<file path="config.mk">
export PLATFORM = sky130hd
export DESIGN_NAME = lq_top
export DESIGN_NICKNAME = d
export VERILOG_FILES = /design/src/hw/lq_pkg.sv /design/src/hw/lq_ptrs.sv /design/src/hw/lq_entry_fsm.sv /design/src/hw/lq_store.sv /design/src/hw/lq_return.sv /design/src/hw/lq_top.sv
export SDC_FILE = /design/constraint.sdc
export NUM_CORES = 1
export LEC_CHECK = 0
export BUFFER_PORTS_ARGS = -buffer_cell sky130_fd_sc_hd__buf_2
export CORE_MARGIN = 1
export CORE_UTILIZATION = 55
export CTS_CLUSTER_SIZE = 40
export DETAILED_ROUTE_END_ITERATION = 8
export PLACE_DENSITY_LB_ADDON = 0.1
export SLEW_MARGIN = 10
export SYNTH_ARGS = -nofsm -noshare
export SYNTH_HDL_FRONTEND = slang
export SYNTH_SLANG_ARGS = --single-unit
</file>
<file path="constraint.sdc">
create_clock -name i_clk -period 2.7 [get_ports i_clk]
set_input_delay 0 -clock i_clk [delete_from_list [all_inputs] [get_ports i_clk]]
set_output_delay 0 -clock i_clk [all_outputs]
set_load 0.01 [all_outputs]
</file>
<file path="src/hw/lq_pkg.sv">
// shared load queue types; 32-bit data only, one return port, sizes follow the funct3 load encoding
package lq_pkg;

  // data word carried by results, returns and the register file forward
  typedef logic [31:0] word_t;

  // access size as taken from the load funct3, with fp16 on the spare code
  typedef enum logic [2:0] {
    LQ_SZ_B    = 3'd0, // byte, sign extended
    LQ_SZ_H    = 3'd1, // halfword, sign extended
    LQ_SZ_W    = 3'd2, // full word
    LQ_SZ_BU   = 3'd4, // byte, zero extended
    LQ_SZ_HU   = 3'd5, // halfword, zero extended
    LQ_SZ_H_FP = 3'd6  // fp16, NaN boxed into 32 bits
  } lq_size_e;

  // per-entry tag written at allocation
  typedef struct packed {
    logic       load; // entry waits for a memory return
    logic [4:0] rd;   // destination register
  } lq_info_t;

  // access details recorded by the execute write of a load
  typedef struct packed {
    lq_size_e   size;
    logic [1:0] addr_lo; // byte offset within the word
  } lq_acc_t;

  // memory return bundle
  // the entry index travels beside it since its width follows the depth
  typedef struct packed {
    logic  vld;
    logic  cancel; // late kill, arrives with vld
    word_t data;   // raw word as read, not yet aligned
  } lq_ret_t;

endpackage

</file>
<file path="src/hw/lq_ptrs.sv">
// head and tail pointers; LQ_DEPTH must be a power of two, the caller never overflows or underflows
module lq_ptrs #(
  parameter int LQ_DEPTH = 8,
  parameter int IDX_W    = $clog2(LQ_DEPTH)
) (
  input  logic             i_clk,
  input  logic             i_reset_n,
  input  logic             i_alloc,   // push at tail
  input  logic             i_retire,  // pop at head
  output logic [IDX_W-1:0] o_wr_idx,
  output logic [IDX_W-1:0] o_rd_idx,
  output logic             o_full,
  output logic             o_empty
);

  // one extra bit so that full and empty can be told apart
  logic [IDX_W:0] wr_ptr_q;
  logic [IDX_W:0] rd_ptr_q;
  logic           idx_equal;

  always_ff @(posedge i_clk) begin
    if (!i_reset_n) begin
      wr_ptr_q <= '0;
      rd_ptr_q <= '0;
    end else begin
      if (i_alloc) begin
        wr_ptr_q <= wr_ptr_q + 1'b1;
      end
      if (i_retire) begin
        rd_ptr_q <= rd_ptr_q + 1'b1;
      end
    end
  end

  assign idx_equal = (wr_ptr_q[IDX_W-1:0] == rd_ptr_q[IDX_W-1:0]);
  assign o_empty   = idx_equal & (wr_ptr_q[IDX_W] == rd_ptr_q[IDX_W]);
  assign o_full    = idx_equal & (wr_ptr_q[IDX_W] != rd_ptr_q[IDX_W]); // tail lapped the head

  assign o_wr_idx = wr_ptr_q[IDX_W-1:0];
  assign o_rd_idx = rd_ptr_q[IDX_W-1:0];

  // an allocation while full would overwrite the head entry
  a_alloc_full: assert property (@(posedge i_clk) disable iff (!i_reset_n)
    i_alloc |-> !o_full)
    else $error("allocation while load queue is full");

  // a retire while empty would walk the head past the tail
  a_retire_empty: assert property (@(posedge i_clk) disable iff (!i_reset_n)
    i_retire |-> !o_empty)
    else $error("retire while load queue is empty");

endmodule

</file>
<file path="src/hw/lq_entry_fsm.sv">
// per-entry lifecycle; loads become ready only by a return fill, retire wins over any same-cycle event
module lq_entry_fsm import lq_pkg::*; #(
  parameter int LQ_DEPTH = 8,
  parameter int IDX_W    = $clog2(LQ_DEPTH)
) (
  input  logic                i_clk,
  input  logic                i_reset_n,
  input  logic                i_alloc,
  input  logic [IDX_W-1:0]    i_wr_idx,
  input  logic                i_retire,
  input  logic [IDX_W-1:0]    i_rd_idx,
  input  logic                i_alloc_is_load,
  input  logic                i_ex_vld,
  input  logic [IDX_W-1:0]    i_ex_id,
  input  logic                i_ret_fill,      // live return that is written, not bypassed
  input  logic [IDX_W-1:0]    i_ret_id,
  output logic [LQ_DEPTH-1:0] o_valid,
  output logic [LQ_DEPTH-1:0] o_ready,
  output logic [LQ_DEPTH-1:0] o_is_load
);

  typedef enum logic [1:0] {
    ST_FREE  = 2'd0,
    ST_WAIT  = 2'd1, // allocated, result not yet known
    ST_READY = 2'd2  // result held in the result store
  } state_e;

  state_e              state_q [LQ_DEPTH];
  state_e              state_d [LQ_DEPTH];
  logic [LQ_DEPTH-1:0] load_q;
  logic [LQ_DEPTH-1:0] load_d;

  always_comb begin
    for (int e = 0; e < LQ_DEPTH; e++) begin
      state_d[e] = state_q[e];
      load_d[e]  = load_q[e];
      if (i_retire && (i_rd_idx == IDX_W'(e))) begin
        state_d[e] = ST_FREE; // also covers a head that was bypassed while waiting
      end else if (i_alloc && (i_wr_idx == IDX_W'(e))) begin
        state_d[e] = ST_WAIT;
        load_d[e]  = i_alloc_is_load;
      end else if (state_q[e] == ST_WAIT) begin
        if (i_ex_vld && (i_ex_id == IDX_W'(e)) && !load_q[e]) begin
          state_d[e] = ST_READY; // non-load result delivered by execute
        end
        if (i_ret_fill && (i_ret_id == IDX_W'(e)) && load_q[e]) begin
          state_d[e] = ST_READY;
        end
      end
    end
  end

  always_ff @(posedge i_clk) begin
    if (!i_reset_n) begin
      for (int e = 0; e < LQ_DEPTH; e++) begin
        state_q[e] <= ST_FREE;
      end
      load_q <= '0;
    end else begin
      state_q <= state_d;
      load_q  <= load_d;
    end
  end

  for (genvar e = 0; e < LQ_DEPTH; e++) begin : g_out
    assign o_valid[e] = (state_q[e] != ST_FREE);
    assign o_ready[e] = (state_q[e] == ST_READY);
  end
  assign o_is_load = load_q;

  // execute and memory may only target entries handed out by allocation
  a_ex_free: assert property (@(posedge i_clk) disable iff (!i_reset_n)
    i_ex_vld |-> (state_q[i_ex_id] != ST_FREE))
    else $error("execute write to free entry %0d", i_ex_id);

  a_fill_free: assert property (@(posedge i_clk) disable iff (!i_reset_n)
    i_ret_fill |-> (state_q[i_ret_id] != ST_FREE))
    else $error("return fill to free entry %0d", i_ret_id);

  // the return path only fills loads
  a_fill_nonload: assert property (@(posedge i_clk) disable iff (!i_reset_n)
    i_ret_fill |-> load_q[i_ret_id])
    else $error("return fill to non-load entry %0d", i_ret_id);

endmodule

</file>
<file path="src/hw/lq_store.sv">
// multi-port entry array without reset; contents are only meaningful once an entry has been written
module lq_store import lq_pkg::*; #(
  parameter type ENTRY_T  = word_t,
  parameter int  NUM_WR   = 1,
  parameter int  LQ_DEPTH = 8,
  parameter int  IDX_W    = $clog2(LQ_DEPTH)
) (
  input  logic                         i_clk,
  input  logic   [NUM_WR-1:0]          i_wr_en,
  input  logic   [NUM_WR-1:0][IDX_W-1:0] i_wr_idx,
  input  ENTRY_T [NUM_WR-1:0]          i_wr_value,
  output ENTRY_T [LQ_DEPTH-1:0]        o_entries  // whole array, read combinationally
);

  ENTRY_T [LQ_DEPTH-1:0] mem_q;

  // higher port index is applied last and wins on a clash
  always_ff @(posedge i_clk) begin
    for (int p = 0; p < NUM_WR; p++) begin
      if (i_wr_en[p]) begin
        mem_q[i_wr_idx[p]] <= i_wr_value[p];
      end
    end
  end

  assign o_entries = mem_q;

  // producers on different ports target disjoint entries in any one cycle
  for (genvar p = 0; p < NUM_WR; p++) begin : g_port_a
    for (genvar q = p + 1; q < NUM_WR; q++) begin : g_port_b
      a_wr_clash: assert property (@(posedge i_clk)
        (i_wr_en[p] && i_wr_en[q]) |-> (i_wr_idx[p] != i_wr_idx[q]))
        else $error("ports %0d and %0d write entry %0d together", p, q, i_wr_idx[p]);
    end
  end

endmodule

</file>
<file path="src/hw/lq_return.sv">
// load return datapath, purely combinational; a bypassed head return is lost unless retired that cycle
module lq_return import lq_pkg::*; #(
  parameter int LQ_DEPTH = 8,
  parameter int IDX_W    = $clog2(LQ_DEPTH)
) (
  input  lq_ret_t                 i_ret,
  input  logic    [IDX_W-1:0]     i_ret_id,
  input  logic                    i_bypass_disable,
  input  logic    [IDX_W-1:0]     i_rd_idx,    // head entry
  input  logic    [LQ_DEPTH-1:0]  i_is_load,
  input  logic    [LQ_DEPTH-1:0]  i_ready,
  input  lq_acc_t [LQ_DEPTH-1:0]  i_acc,
  input  word_t   [LQ_DEPTH-1:0]  i_results,
  output logic                    o_fill,
  output logic    [IDX_W-1:0]     o_fill_id,
  output word_t                   o_fill_data,
  output logic                    o_lq_data_ready,
  output word_t                   o_lq_rddata,
  output logic                    o_lq_fwdvld,
  output logic    [IDX_W-1:0]     o_lq_fwdid,
  output word_t                   o_lq_fwddata
);

  logic    ret_live;
  logic    ret_is_load;
  logic    ret_at_head;
  logic    bypass;
  lq_acc_t ret_acc;
  word_t   aligned;

  // pick the addressed byte or halfword and extend it to a register value
  function automatic word_t align_load(input word_t data, input lq_acc_t acc);
    logic [7:0]  byte_val;
    logic [15:0] half_val;
    word_t       res;
    byte_val = data[8*acc.addr_lo +: 8];
    half_val = data[16*acc.addr_lo[1] +: 16];
    case (acc.size)
      LQ_SZ_B:    res = {{24{byte_val[7]}}, byte_val};
      LQ_SZ_H:    res = {{16{half_val[15]}}, half_val};
      LQ_SZ_W:    res = data;
      LQ_SZ_BU:   res = {24'h0, byte_val};
      LQ_SZ_HU:   res = {16'h0, half_val};
      LQ_SZ_H_FP: res = {16'hffff, half_val}; // NaN boxing
      default:    res = data;
    endcase
    return res;
  endfunction

  assign ret_live    = i_ret.vld & ~i_ret.cancel;
  assign ret_is_load = i_is_load[i_ret_id];
  assign ret_at_head = (i_ret_id == i_rd_idx);
  assign ret_acc     = i_acc[i_ret_id]; // access recorded by the load's execute write
  assign aligned     = align_load(i_ret.data, ret_acc);

  // head return goes straight to the read port and is never written
  assign bypass = ret_live & ret_is_load & ret_at_head & ~i_bypass_disable;

  assign o_fill      = ret_live & ret_is_load & ~bypass;
  assign o_fill_id   = i_ret_id;
  assign o_fill_data = aligned;

  // head view, stored result unless a bypass is in flight
  assign o_lq_data_ready = i_ready[i_rd_idx] | bypass;
  assign o_lq_rddata     = bypass ? aligned : i_results[i_rd_idx];

  // register file forward ignores the bypass level, cancel is applied last
  assign o_lq_fwdvld  = i_ret.vld & ret_at_head & ret_is_load & ~i_ret.cancel;
  assign o_lq_fwdid   = i_rd_idx;
  assign o_lq_fwddata = aligned;

endmodule

</file>
<file path="src/hw/lq_top.sv">
// scalar load queue; no back-pressure, caller obeys full/empty and retires only on data ready
module lq_top import lq_pkg::*; #(
  parameter int LQ_DEPTH = 8,
  parameter int IDX_W    = $clog2(LQ_DEPTH)
) (
  input  logic             i_clk,
  input  logic             i_reset_n,

  // allocation from decode
  input  logic             i_alloc,
  input  lq_info_t         i_alloc_info,
  output logic [IDX_W-1:0] o_nxt_id,

  // execute write carries the result of a non-load or the access of a load
  input  logic             i_ex_vld,
  input  logic [IDX_W-1:0] i_ex_id,
  input  lq_acc_t          i_ex_acc,
  input  word_t            i_ex_data,

  // memory return
  input  lq_ret_t          i_ret,
  input  logic [IDX_W-1:0] i_ret_id,
  input  logic             i_bypass_disable,

  // retire at head
  input  logic             i_lq_rden,
  output logic [IDX_W-1:0] o_lq_rdid,
  output lq_info_t         o_lq_rdinfo,
  output word_t            o_lq_rddata,
  output logic             o_lq_data_ready,

  // register file forward
  output logic             o_lq_fwdvld,
  output logic [IDX_W-1:0] o_lq_fwdid,
  output word_t            o_lq_fwddata,

  output logic             o_lq_full,
  output logic             o_lq_empty
);

  logic     [IDX_W-1:0]       wr_idx;
  logic     [IDX_W-1:0]       rd_idx;
  logic     [LQ_DEPTH-1:0]    ent_ready;
  logic     [LQ_DEPTH-1:0]    ent_is_load;
  lq_info_t [LQ_DEPTH-1:0]    info_entries;
  lq_acc_t  [LQ_DEPTH-1:0]    acc_entries;
  word_t    [LQ_DEPTH-1:0]    result_entries;
  logic                       ex_is_load;
  logic                       fill;
  logic     [IDX_W-1:0]       fill_id;
  word_t                      fill_data;
  logic     [1:0]             res_wr_en;
  logic     [1:0][IDX_W-1:0]  res_wr_idx;
  word_t    [1:0]             res_wr_value;

  lq_ptrs #(.LQ_DEPTH(LQ_DEPTH), .IDX_W(IDX_W)) u_ptrs (
    .i_clk     (i_clk),
    .i_reset_n (i_reset_n),
    .i_alloc   (i_alloc),
    .i_retire  (i_lq_rden),
    .o_wr_idx  (wr_idx),
    .o_rd_idx  (rd_idx),
    .o_full    (o_lq_full),
    .o_empty   (o_lq_empty)
  );

  lq_entry_fsm #(.LQ_DEPTH(LQ_DEPTH), .IDX_W(IDX_W)) u_entry_fsm (
    .i_clk           (i_clk),
    .i_reset_n       (i_reset_n),
    .i_alloc         (i_alloc),
    .i_wr_idx        (wr_idx),
    .i_retire        (i_lq_rden),
    .i_rd_idx        (rd_idx),
    .i_alloc_is_load (i_alloc_info.load),
    .i_ex_vld        (i_ex_vld),
    .i_ex_id         (i_ex_id),
    .i_ret_fill      (fill),
    .i_ret_id        (fill_id),
    .o_valid         (),
    .o_ready         (ent_ready),
    .o_is_load       (ent_is_load)
  );

  lq_store #(.ENTRY_T(lq_info_t), .NUM_WR(1), .LQ_DEPTH(LQ_DEPTH), .IDX_W(IDX_W)) info_store (
    .i_clk      (i_clk),
    .i_wr_en    (i_alloc),
    .i_wr_idx   (wr_idx),
    .i_wr_value (i_alloc_info),
    .o_entries  (info_entries)
  );

  assign ex_is_load = ent_is_load[i_ex_id];

  lq_store #(.ENTRY_T(lq_acc_t), .NUM_WR(1), .LQ_DEPTH(LQ_DEPTH), .IDX_W(IDX_W)) acc_store (
    .i_clk      (i_clk),
    .i_wr_en    (i_ex_vld & ex_is_load),
    .i_wr_idx   (i_ex_id),
    .i_wr_value (i_ex_acc),
    .o_entries  (acc_entries)
  );

  // port 0 takes the execute result of a non-load and port 1 the aligned return fill
  assign res_wr_en    = {fill, i_ex_vld & ~ex_is_load};
  assign res_wr_idx   = {fill_id, i_ex_id};
  assign res_wr_value = {fill_data, i_ex_data};

  lq_store #(.ENTRY_T(word_t), .NUM_WR(2), .LQ_DEPTH(LQ_DEPTH), .IDX_W(IDX_W)) result_store (
    .i_clk      (i_clk),
    .i_wr_en    (res_wr_en),
    .i_wr_idx   (res_wr_idx),
    .i_wr_value (res_wr_value),
    .o_entries  (result_entries)
  );

  lq_return #(.LQ_DEPTH(LQ_DEPTH), .IDX_W(IDX_W)) u_return (
    .i_ret            (i_ret),
    .i_ret_id         (i_ret_id),
    .i_bypass_disable (i_bypass_disable),
    .i_rd_idx         (rd_idx),
    .i_is_load        (ent_is_load),
    .i_ready          (ent_ready),
    .i_acc            (acc_entries),
    .i_results        (result_entries),
    .o_fill           (fill),
    .o_fill_id        (fill_id),
    .o_fill_data      (fill_data),
    .o_lq_data_ready  (o_lq_data_ready),
    .o_lq_rddata      (o_lq_rddata),
    .o_lq_fwdvld      (o_lq_fwdvld),
    .o_lq_fwdid       (o_lq_fwdid),
    .o_lq_fwddata     (o_lq_fwddata)
  );

  assign o_nxt_id    = wr_idx;
  assign o_lq_rdid   = rd_idx;
  assign o_lq_rdinfo = info_entries[rd_idx];

endmodule

</file>
==> qor.yml <==
critical_path:
  worstPathCellList: "mux4_2 -> mux2i_4 -> nor3b_4 -> nand2_4 -> a31o_4 -> a21oi_4 -> buf_6 -> inv_4 -> buf_6"
  critPathKind: "reg2out"
  r2r-start: "acc_store.o_entries[11]"
  rr_worst_depth: 11
  cp_slowest_cell: "mux4_2"
  crit_fanout: 8
  cp.buffers_inverters: 3
  r2r-end: "result_store.o_entries[217]"
  cp-end-kind: "primary output"
  crit_path_start_kind: "flip-flop"
  slowest_delay_ns: 0.51
  cpMostUsedCell: "buf_6"
  worstPathRequired_ns: 2.70
  critical-path-top-delay-family: "multiplexers"
  reg2reg_slack_ns: 0.03
  arrival_ns: 2.94
global_routing:
  grt_pass1_vias: 17800
  grt_max_degree: 86
  antenna_found_initial: 2
  grt_pass1_wl_um: 104000
  track_usage: 0.376
  grt.overflow.total: 0
synth:
  synth_seq_cells: 376
  synth_edf_count: 88
  avgSynthCellArea_um2: 8.94
  synth.distinct_cells: 73
  synth-main-ff-cell: "dfxtp_1"
  yosys_warnings: 0
  async_flop_share: 0
  syn-num-nets: 2320
  syn-cell-area_um2: 19800
  ys_seq_area_frac: 0.424
  synthCells: 2219
die:
  start_util: 0.558
  io_pins: 172
  rows: 69
  core_um2: 35600
  die-area_um2: 36800
  die_y_um: 192
  die_w_um: 192
status:
  status: "complete, but fails checks"
  failed_checks: "negative setup slack"
place:
  dp_hpwl_um: 40900
  place_ws_ns: -0.0707
  dpl.cell_count: 2733
  gpl.final_weighted_congestion: 0.917
  numPortBuffers: 171
timing:
  min_period_ns: 2.94
  worst_pin_slew_ns: 1.24
  hold_viol_final: 0
  fmax_mhz: 340
  clock-skew-final_ns: 0.0319
  slew_headroom: 0.173
  fin_crit_sh: 1.09
  final.setup.worst_slack_ns: -0.240
  slew_violations: 0
  setup_viol: 64
  rsz0062_at_grt: "true"
  hold_ws_ns: 0.0372
  setup-tns-final_ns: -9.69
power_and_ir_drop:
  power.leakage_nw: 10.1
  p_per_area_nw_per_um2: 705
  ir_worst_vdd_mv: 0.551
  total_power_w: 0.0174
drt:
  drc_errors: 0
  vias: 18800
  postRouteAntennaNets: 0
  routedWlPerCell_um: 24.0
  via_per_inst: 6.39
  drt-pass1-iter-count: 6
  drt_wl_total_um: 70400
  drtIter0Drc: 2256
clock_network:
  cts_tree: "done"
  clk_path_buf_depth: 3
  clock-root-buffer: "clkbuf_16"
  cts_buffers: 41
  cts.htree.levels: 2
  clk_pin_slew_ns: 0.06
  cts.sinks: 376
  clk_latency_ns: 0.56
cells_and_area:
  layout_common_cells: "nand2_1 (781), dfxtp_1 (285), buf_2 (151)"
  diodes: 0
  instances_no_fill: 2937
  syn_to_final_growth_pct: 24.5
  drive_above_1_share: 0.269
  final_common_cell: "nand2_1"
  final_nets: 2546
min_path:
  holdPathStages: 4
  hold_end: "result_store.o_entries[234]"
  holdCritStartpoint: "i_ret[10]"
  hold_path.class: "in2reg"
flow_run:
  drv_cap: 0
cells in the mapped netlist (4+ instances only):
cell,instances,area (um^2)
nor2_8,11,220
inv_1,27,101
dfxtp_1,288,5770
or2_2,9,56.3
or3_1,12,75.1
mux4_2,81,1820
and3_1,38,238
and2_1,4,25.0
clkbuf_2,16,80.1
clkbuf_1,127,477
a21oi_4,8,130
a21oi_2,16,140
nor3_1,11,55.1
nand4_1,5,31.3
a221oi_1,9,78.8
nand2b_1,16,100
mux2i_1,39,390
nand2_1,790,2970
nor2_1,39,146
buf_6,15,169
mux2_2,17,191
nor3b_1,7,52.6
nand2_2,10,62.6
a21oi_1,72,360
o21ai_1,30,150
edfxtp_1,88,2640
o31ai_4,7,149
a31o_2,8,70.1
nor2b_1,16,100
buf_1,25,93.8
xnor2_1,7,61.3
o21ai_0,81,405
a32oi_1,147,1290
buf_2,11,55.1
buf_4,20,150
ha_1,12,150
nand3_1,45,225
tightest hold or removal path, cell delays in order:
cell and delay (ns):
buf_2 0.09, or3_1 0.24, o21ai_0 0.12, a21oi_1 0.10
per-layer routing:
layer / vias to the layer above / GRT usage / routed length, um / share of wire
li1: 8281 / - / - / -
met1: 8937 / 0.496 / 27300 / 0.39
met2: 1292 / 0.581 / 31600 / 0.45
met3: 257 / 0.0745 / 7960 / 0.11
met4: 4 / 0.202 / 3590 / 0.051
met5: - / 0 / 19 / 0.00027
what timing repair did:
item | CTS | global route
hold buffers | 48 | 0
gates cloned | 5 | 1
gates resized for setup | 113 | 41
pin swaps | 45 | 28
hold endpoints to repair | 376 | 0
setup endpoints to repair | 68 | 203
setup buffers | 51 | 31
sequential cells by signal, summed over array words and instances (netlist names):
register	count
u_ptrs.wr_ptr_q	4
acc_store.o_entries	40
u_entry_fsm.state_q	16
u_entry_fsm.o_is_load	8
info_store.o_entries	48
u_ptrs.rd_ptr_q	4
result_store.o_entries	256
final cells by class:
class	count	area [um^2]
multi-input combinational	1601	10900
fill	2736	10900
sequential	376	8420
timing repair buffer	398	3310
clock buffer	53	1170
tap	461	577
clock inverter	21	238
inverter	27	104
report_power, final:
part	internal (W)	leakage, nW	switching (W)	total (W)
logic	0.00218	6.19	0.00228	0.00445
registers	0.00660	3.20	0.000433	0.00703
clock network	0.00354	0.687	0.00239	0.00593
total	0.0123	10.1	0.00510	0.0174
how the worst max path moves through the flow:
stage                             from                           to  slack, ns  cells past startpoint
4_1_cts         acc_store.o_entries[4]              o_lq_rddata[12]      -0.24                     10
3_3_place_gp               i_ret_id[2]  result_store.o_entries[201]      0.004                      9
5_1_grt        acc_store.o_entries[11]              o_lq_rddata[11]      -0.34                     10
2_1_floorplan       u_ptrs.rd_ptr_q[0]     u_entry_fsm.o_is_load[4]       0.11                     10
3_5_place_dp               i_ret_id[2]  result_store.o_entries[203]      -0.07                      9
6_report       acc_store.o_entries[22]              o_lq_fwddata[0]      -0.24                      9
per-stage QoR:
stage | cell area (um^2) | utilization
5_1_grt | 24700 | 0.694
3_5_place_dp | 21200 | 0.597
2_1_floorplan | 19800 | -
4_1_cts | 24200 | 0.682
3_3_place_gp | 21200 | 0.597
6_report | 24700 | 0.694
cell families after synthesis:
logic type      after synthesis  share of synthesized area
compound gates              406                      0.152
xor+xnor                     10                    0.00442
fa+ha+maj                    12                    0.00757
buf+inv                     243                     0.0585
flops                       376                      0.424
mux                         141                      0.125
simple gates               1031                      0.228
No activity file was read; power rests on OpenSTA's default activity.
